$ cat config.mk
export PLATFORM = sky130hd
export DESIGN_NAME = outmux_top
export DESIGN_NICKNAME = d
export VERILOG_FILES = /design/src/outmux_pkg.sv /design/src/outmux_idbs_decode.sv /design/src/outmux_lane_map.sv /design/src/outmux_bit_slice.sv /design/src/outmux_top.sv
export VERILOG_INCLUDE_DIRS = /design/src
export SDC_FILE = /design/constraint.sdc
export NUM_CORES = 1
export LEC_CHECK = 0
export BUFFER_PORTS_ARGS = -buffer_cell sky130_fd_sc_hd__buf_2
export CORE_AREA = 2 2 75 77
export CTS_CLUSTER_SIZE = 14
export DETAILED_ROUTE_END_ITERATION = 7
export DIE_AREA = 0 0 77 79
export PLACE_DENSITY_LB_ADDON = 0.15
export SLEW_MARGIN = 20
export SYNTH_ARGS = -nofsm -noshare
export SYNTH_HDL_FRONTEND = slang
export SYNTH_SLANG_ARGS = --single-unit
$ cat constraint.sdc
create_clock -name sysclk -period 6.15 [get_ports sysclk]
set_input_delay 0.615 -clock sysclk [delete_from_list [all_inputs] [get_ports sysclk]]
set_output_delay 0.615 -clock sysclk [all_outputs]
set_load 0.01 [all_outputs]
$ cat src/outmux_config.svh
// Build-time sizes for the ALU output multiplexer
// Data bus width, lanes per data bit and bus-source code width

`ifndef OUTMUX_CONFIG_SVH
`define OUTMUX_CONFIG_SVH

// Width of D, G and every operand bus
`define OUTMUX_WIDTH 16

// Source lanes feeding one D bit
`define OUTMUX_LANES 8

// Bits in the bus-source code
`define OUTMUX_CODE_W 5

`endif

$ cat src/outmux_pkg.sv
// Shared types for the ALU output multiplexer
// Bus-source and G select encodings, control word, decoded lane enables,
// operand bundle and the per-bit lane vector

`default_nettype none

`include "outmux_config.svh"

package outmux_pkg;

  typedef enum logic [`OUTMUX_CODE_W-1:0] {
    IDBS_NONE     = 'd0,   // D held at zero
    IDBS_EA       = 'd1,
    IDBS_DBR      = 'd2,
    IDBS_ARG      = 'd3,
    IDBS_STS      = 'd4,
    IDBS_SW       = 'd5,
    IDBS_FIDB     = 'd6,
    IDBS_GPR      = 'd7,   // Full GPR word
    IDBS_GPR_LO   = 'd8,   // GPR low byte, high byte zero
    IDBS_GPR_SEXT = 'd9,   // GPR low byte, sign extended
    IDBS_LARG     = 'd10   // Packed loop-argument field
  } idbs_code_e;

  typedef enum logic [1:0] {
    G_FROM_D = 2'd0,
    G_FROM_A = 2'd1,
    G_FROM_F = 2'd2
  } g_sel_e;

  typedef struct packed {
    idbs_code_e code;   // What drives D
    g_sel_e     g_sel;  // What drives G
  } outmux_ctrl_t;

  typedef struct packed {
    logic ebmg;    // EA
    logic edbr;
    logic earg;
    logic ests;
    logic eswap;   // SW
    logic efidb;
    logic egprl;   // GPR bits 7:0
    logic egprh;   // GPR bits 15:8
    logic egprs;   // GPR bit 7 into the high byte
    logic ebarg;   // LBA into bits 2:0
    logic eabarg;  // AARG0 into bit 3
    logic eaarg;   // LAA into bits 6:4
  } lane_en_t;

  typedef struct packed {
    logic [`OUTMUX_WIDTH-1:0] ea;
    logic [`OUTMUX_WIDTH-1:0] dbr;
    logic [`OUTMUX_WIDTH-1:0] arg;
    logic [`OUTMUX_WIDTH-1:0] sts;
    logic [`OUTMUX_WIDTH-1:0] sw;
    logic [`OUTMUX_WIDTH-1:0] fidbi;
    logic [`OUTMUX_WIDTH-1:0] gpr;
    logic [`OUTMUX_WIDTH-1:0] a;      // G source only
    logic [`OUTMUX_WIDTH-1:0] f;      // G source only
    logic [2:0]               lba;
    logic [2:0]               laa;
    logic                     aarg0;
  } operand_bus_t;

  typedef logic [`OUTMUX_LANES-1:0] lane_vec_t;

endpackage

`default_nettype wire

$ cat src/outmux_idbs_decode.sv
// Bus-source control register and its decoder
// Loads the control word on sysclk under ctrl_load and turns the
// registered code into lane enables, passing the G select through

`timescale 1ns/1ns
`default_nettype none

module outmux_idbs_decode (
  input  wire                           sysclk,
  input  wire                           reset,
  input  wire                           ctrl_load,
  input  wire outmux_pkg::outmux_ctrl_t ctrl,
  output outmux_pkg::lane_en_t          lane_en,
  output outmux_pkg::g_sel_e            g_sel
);

  outmux_pkg::outmux_ctrl_t ctrl_q;  // Registered source and G select

  always_ff @(posedge sysclk) begin
    if (reset) begin
      ctrl_q.code  <= outmux_pkg::IDBS_NONE;  // D reads zero after reset
      ctrl_q.g_sel <= outmux_pkg::G_FROM_D;
    end else if (ctrl_load) begin
      ctrl_q <= ctrl;
    end
  end

  // One lane group per code, everything else stays off
  always_comb begin
    lane_en = '0;
    case (ctrl_q.code)
      outmux_pkg::IDBS_EA: begin
        lane_en.ebmg = 1'b1;
      end
      outmux_pkg::IDBS_DBR: begin
        lane_en.edbr = 1'b1;
      end
      outmux_pkg::IDBS_ARG: begin
        lane_en.earg = 1'b1;
      end
      outmux_pkg::IDBS_STS: begin
        lane_en.ests = 1'b1;
      end
      outmux_pkg::IDBS_SW: begin
        lane_en.eswap = 1'b1;
      end
      outmux_pkg::IDBS_FIDB: begin
        lane_en.efidb = 1'b1;
      end
      outmux_pkg::IDBS_GPR: begin
        lane_en.egprl = 1'b1;  // Both bytes
        lane_en.egprh = 1'b1;
      end
      outmux_pkg::IDBS_GPR_LO: begin
        lane_en.egprl = 1'b1;
      end
      outmux_pkg::IDBS_GPR_SEXT: begin
        lane_en.egprl = 1'b1;
        lane_en.egprs = 1'b1;  // Bit 7 fans out to 15:8
      end
      outmux_pkg::IDBS_LARG: begin
        lane_en.ebarg  = 1'b1;
        lane_en.eabarg = 1'b1;
        lane_en.eaarg  = 1'b1;
      end
      default: begin
        lane_en = '0;  // NONE and unused codes
      end
    endcase
  end

  assign g_sel = ctrl_q.g_sel;

  // Whatever the sequencer loads must be a code the table knows
  a_code_legal: assert property (@(posedge sysclk) disable iff (reset)
    ctrl_load |=> ctrl_q.code inside {[outmux_pkg::IDBS_NONE : outmux_pkg::IDBS_LARG]});

  // Encoding 3 has no G source behind it
  a_gsel_legal: assert property (@(posedge sysclk) disable iff (reset)
    ctrl_load |=> ctrl_q.g_sel inside {outmux_pkg::G_FROM_D, outmux_pkg::G_FROM_A,
                                       outmux_pkg::G_FROM_F});

endmodule

`default_nettype wire

$ cat src/outmux_lane_map.sv
// Per-bit lane routing for the D bus
// Lanes 0..5 carry the whole-word buses, lane 6 the GPR byte lanes,
// lane 7 the loop-argument field in the low byte and the GPR sign bit
// in the high byte

`timescale 1ns/1ns
`default_nettype none

`include "outmux_config.svh"

module outmux_lane_map (
  input  wire outmux_pkg::lane_en_t                  lane_en,
  input  wire outmux_pkg::operand_bus_t              ops,
  output outmux_pkg::lane_vec_t [`OUTMUX_WIDTH-1:0] bit_en,
  output outmux_pkg::lane_vec_t [`OUTMUX_WIDTH-1:0] bit_src
);

  localparam int BYTE_W   = `OUTMUX_WIDTH / 2;  // Low byte is bits 7:0
  localparam int SIGN_BIT = BYTE_W - 1;         // GPR bit copied by SEXT
  localparam int LBA_W    = $bits(ops.lba);
  localparam int AARG_BIT = LBA_W;              // AARG0 sits above LBA
  localparam int LAA_LO   = AARG_BIT + 1;
  localparam int LAA_TOP  = LAA_LO + $bits(ops.laa);

  for (genvar i = 0; i < `OUTMUX_WIDTH; i++) begin : g_bit
    logic gpr_en;   // Lane 6 enable
    logic aux_en;   // Lane 7 enable
    logic aux_src;  // Lane 7 data

    if (i < BYTE_W) begin : g_lo
      assign gpr_en = lane_en.egprl;

      if (i < LBA_W) begin : g_lba
        assign aux_en  = lane_en.ebarg;
        assign aux_src = ops.lba[i];
      end else if (i == AARG_BIT) begin : g_aarg
        assign aux_en  = lane_en.eabarg;
        assign aux_src = ops.aarg0;
      end else if (i < LAA_TOP) begin : g_laa
        assign aux_en  = lane_en.eaarg;
        assign aux_src = ops.laa[i-LAA_LO];
      end else begin : g_none
        // Bit 7 has no lane 7 source
        assign aux_en  = 1'b0;
        assign aux_src = 1'b0;
      end
    end else begin : g_hi
      assign gpr_en  = lane_en.egprh;
      assign aux_en  = lane_en.egprs;
      assign aux_src = ops.gpr[SIGN_BIT];  // Sign extension of GPR byte
    end

    assign bit_en[i] = {
      aux_en,
      gpr_en,
      lane_en.efidb,
      lane_en.eswap,
      lane_en.ests,
      lane_en.earg,
      lane_en.edbr,
      lane_en.ebmg
    };

    assign bit_src[i] = {
      aux_src,
      ops.gpr[i],
      ops.fidbi[i],
      ops.sw[i],
      ops.sts[i],
      ops.arg[i],
      ops.dbr[i],
      ops.ea[i]
    };
  end

endmodule

`default_nettype wire

$ cat src/outmux_bit_slice.sv
// One bit of the output multiplexer
// AND-OR selector over the eight source lanes for D, and the
// three-way D/A/F selector for G

`timescale 1ns/1ns
`default_nettype none

module outmux_bit_slice (
  input  wire                        sysclk,
  input  wire outmux_pkg::lane_vec_t bit_en,
  input  wire outmux_pkg::lane_vec_t bit_src,
  input  wire outmux_pkg::g_sel_e    g_sel,
  input  wire                        a_bit,
  input  wire                        f_bit,
  output logic                       d_bit,
  output logic                       g_bit
);

  assign d_bit = |(bit_en & bit_src);  // Zero when no lane is enabled

  always_comb begin
    case (g_sel)
      outmux_pkg::G_FROM_D: g_bit = d_bit;
      outmux_pkg::G_FROM_A: g_bit = a_bit;
      outmux_pkg::G_FROM_F: g_bit = f_bit;
      default:              g_bit = 1'b0;
    endcase
  end

  // Decoder and lane map together must never open two lanes on one bit
  a_lane_onehot: assert property (@(posedge sysclk)
    !$isunknown(bit_en) |-> $onehot0(bit_en));

endmodule

`default_nettype wire

$ cat src/outmux_top.sv
// ALU output multiplexer top level
// Control register and decoder, per-bit lane map and the sixteen
// D/G bit slices

`timescale 1ns/1ns
`default_nettype none

`include "outmux_config.svh"

module outmux_top (
  input  wire                           sysclk,
  input  wire                           reset,
  input  wire                           ctrl_load,
  input  wire outmux_pkg::outmux_ctrl_t ctrl,
  input  wire outmux_pkg::operand_bus_t ops,
  output wire [`OUTMUX_WIDTH-1:0]       d,
  output wire [`OUTMUX_WIDTH-1:0]       g
);

  outmux_pkg::lane_en_t                      lane_en;  // Decoded lane groups
  outmux_pkg::g_sel_e                        g_sel;
  outmux_pkg::lane_vec_t [`OUTMUX_WIDTH-1:0] bit_en;
  outmux_pkg::lane_vec_t [`OUTMUX_WIDTH-1:0] bit_src;

  outmux_idbs_decode u_decode (
    .sysclk    (sysclk),
    .reset     (reset),
    .ctrl_load (ctrl_load),
    .ctrl      (ctrl),
    .lane_en   (lane_en),
    .g_sel     (g_sel)
  );

  outmux_lane_map u_lane_map (
    .lane_en (lane_en),
    .ops     (ops),
    .bit_en  (bit_en),
    .bit_src (bit_src)
  );

  for (genvar i = 0; i < `OUTMUX_WIDTH; i++) begin : g_slice
    outmux_bit_slice u_slice (
      .sysclk  (sysclk),
      .bit_en  (bit_en[i]),
      .bit_src (bit_src[i]),
      .g_sel   (g_sel),
      .a_bit   (ops.a[i]),
      .f_bit   (ops.f[i]),
      .d_bit   (d[i]),
      .g_bit   (g[i])
    );
  end

endmodule

`default_nettype wire

==> flow_summary.yaml <==
status:
  status: "completed"
global_route:
  grt_pass1_vias: 2288
  grt_pass1_wl_um: 11410
  antenna_found_initial: 0
  track_usage: 0.2331
  gr-total-overflow: 0
  grt_start_max_net_pins: 42
logic_synthesis:
  synth_top_family_by_area: "compound AO/OA/AOI/OAI gates"
  synth_compound_area_frac: 0.2743
  ys_ff_latch: 7
  synth.area.mux_share: 0.2432
  ys_warn_count: 0
  synth_cell_types: 46
  synthAdderAreaFrac: 0
  async_flop_share: 0
  syn_area_um2: 1934
  syn_area_per_cell_um2: 7.800
  yosys.area_share.simple: 0.2018
  synth_xor_area_frac: 0
  yosysSeqAreaShare: 0.07245
  synth_edf_count: 0
  synth_fp_nets: 409
  syn_inst: 248
  ys.flop_type: "dfxtp_1"
finish:
  area_growth_syn_to_layout_pct: 37.45
  num-fill-cells: 589
  antennaDiodeCount: 0
  finalCoreUtilization: 0.4981
  final_common_cell: "buf_2"
  final_nets: 554
  layout_common_cells: "192 x buf_2, 47 x mux2i_1, 23 x nor2_1"
  drive_gt1_frac: 0.5357
routing:
  drt-initial-drc-count: 184
  dr.pass1.iters: 4
  drc_errors: 0
  wl_um: 7497
  dr_total_vias: 2385
  wl_per_cell_um: 16.16
  avgViaCountPerCell: 5.140
  ant_nets: 0
worst_hold_path:
  hp-class: "input port to register"
clocking:
  cts_made_buffers: 3
  tritoncts: "done"
  cts-root-buf: "clkbuf_8"
  cts_num_sinks: 7
  clk_pin_slew_ps: 40
  postCtsHoldBufs: 0
  htree_num_levels: 1
  postCtsSetupRepairBufs: 0
  ctsResizeCount: 0
  cts_buffer_depth: 2
  clock_latency_ps: 230
power:
  pwr-share-seq: 0.204
  netSwitchingFraction: 0.3851
  cellPowerDensity_nw_per_um2: 118.4
  clockPowerShare: 0.205
  comb_power_share: 0.591
  p_switching_mw: 0.1213
  power.internal_mw: 0.1936
  vdd.ir_drop.worst_mv: 0.09103
  p_leak_nw: 1.458
timing:
  hold_viol: 0
  finClkSkew_ps: 0
  fin_ws_ps: 2760
  fin_crit_sh: 0.5512
  setup_violations: 0
  maxSlewViolCount: 0
  worstMarginPinSlew_ps: 1043
  max_clock_freq_mhz: 295.0
  layout_min_cycle_time_ps: 3390
  whs_ps: 622.1
  rsz0062_at_grt: "no"
  fin_setup_tns_ps: 0
  relSlewSlack: 0.3046
critical_path:
  crit_path_end_kind: "output port"
  start_kind: "register"
  crit_path_cell_trace: "or4b_1 > nor2_2 > a221oi_1 > a21oi_1 > a221o_1 > buf_2"
  critical_path.max_fanout: 23
  crit_required_ps: 5530
  worst_ep_arrival_time_ps: 2770
  worstSetupPathType: "register to output port"
  critPathSlowestCell: "dfxtp_1"
  crit_family: "flip-flops"
  max_stage_delay_ps: 980
  crit_buf_inv: 1
floorplan:
  rows: 27
  num_io_pins: 193
  initial_core_util: 0.3624
  dieArea_um2: 6083
  core_area_um2: 5338
  die_h_um: 79
  die_w_um: 77
job:
  maxCapViolCount: 0
place:
  place.gp.congestion: 0.8410
  hpwl_um: 6322
  pre_cts_slack_ps: 3011
  io_buffers: 192
sequential cells by signal, summed over array words and instances, names as in the netlist:
| signal | flops |
|---|---|
| u_decode.g_sel | 2 |
| u_decode.ctrl_q | 5 |
cells by family (layout without fill, tap and decap cells):
| logic type | Yosys count | count (layout) |
|---|---|---|
| compound gates | 69 | 69 |
| buf+inv | 60 | 204 |
| simple gates | 65 | 65 |
| mux | 47 | 47 |
| flops | 7 | 7 |
layer usage:
layer / part of all wire / global-route usage
met4: 0.0071 / 0.02500
met5: 0 / 0
met1: 0.44 / 0.3136
met2: 0.48 / 0.4009
met3: 0.073 / 0.04432
synthesized netlist by cell type, drive strengths merged (4+ instances only):
cell type	instances	area [µm²]
nor3	5	41.29
o22ai	9	56.30
nor2	25	98.84
or4b	4	43.79
buf	46	350.3
nand3	4	20.02
mux2i	47	470.5
clkbuf	6	22.52
a22oi	6	45.04
a221o	4	41.29
a2111o	6	67.56
inv	8	30.03
nand2	11	41.29
a22o	6	52.55
o21ai	6	30.03
dfxtp	7	140.1
a21o	6	45.04
a21oi	12	63.81
worst min-delay path, stage by stage:
cell     delay (ps)
buf_2            80
mux2i_1          50
nor2_1           70
power by group through the flow:
stage / clock, mW / sequential [mW] / combinational (mW)
after floorplan: 0 / 0.0504 / 0.147
after global placement: 0 / 0.0646 / 0.184
after detailed placement: 0 / 0.0649 / 0.186
after CTS: 0.0656 / 0.0642 / 0.187
after global routing: 0.0693 / 0.0656 / 0.204
final: 0.0646 / 0.0643 / 0.186
path summary, 6_finish.rpt:
kind	to	slack, ps	depth (start not counted)	startpoint
worst min-delay path	u_decode.ctrl_q[5]	620	3	ctrl[5]
worst max-delay path	g[6]	2760	6	u_decode.ctrl_q[2]
worst min register to register	u_decode.g_sel[0]	630	2	u_decode.g_sel[0]
worst max register to register	u_decode.ctrl_q[3]	4780	2	u_decode.ctrl_q[3]
through the flow:
step / instance area [µm²] / instances / power (mW)
floorplan: 1934 / 248 / 0.1976
global placement: 2614 / 460 / 0.2491
detailed placement: 2614 / 460 / 0.2508
CTS: 2659 / 464 / 0.3169
global route: 2659 / 464 / 0.3391
finish: 2659 / 464 / 0.3149
cell type report:
class                           count  area [µm²]  share of cell area
Tap cell                           72       90.09             0.03388
Multi-Input combinational cell    181        1391              0.5233
Clock buffer                        4       45.04             0.01694
Inverter                            8       30.03             0.01129
Sequential cell                     7       141.4             0.05318
Timing Repair Buffer              192       960.9              0.3614
Note: power is estimated with default switching activity, not from simulation.
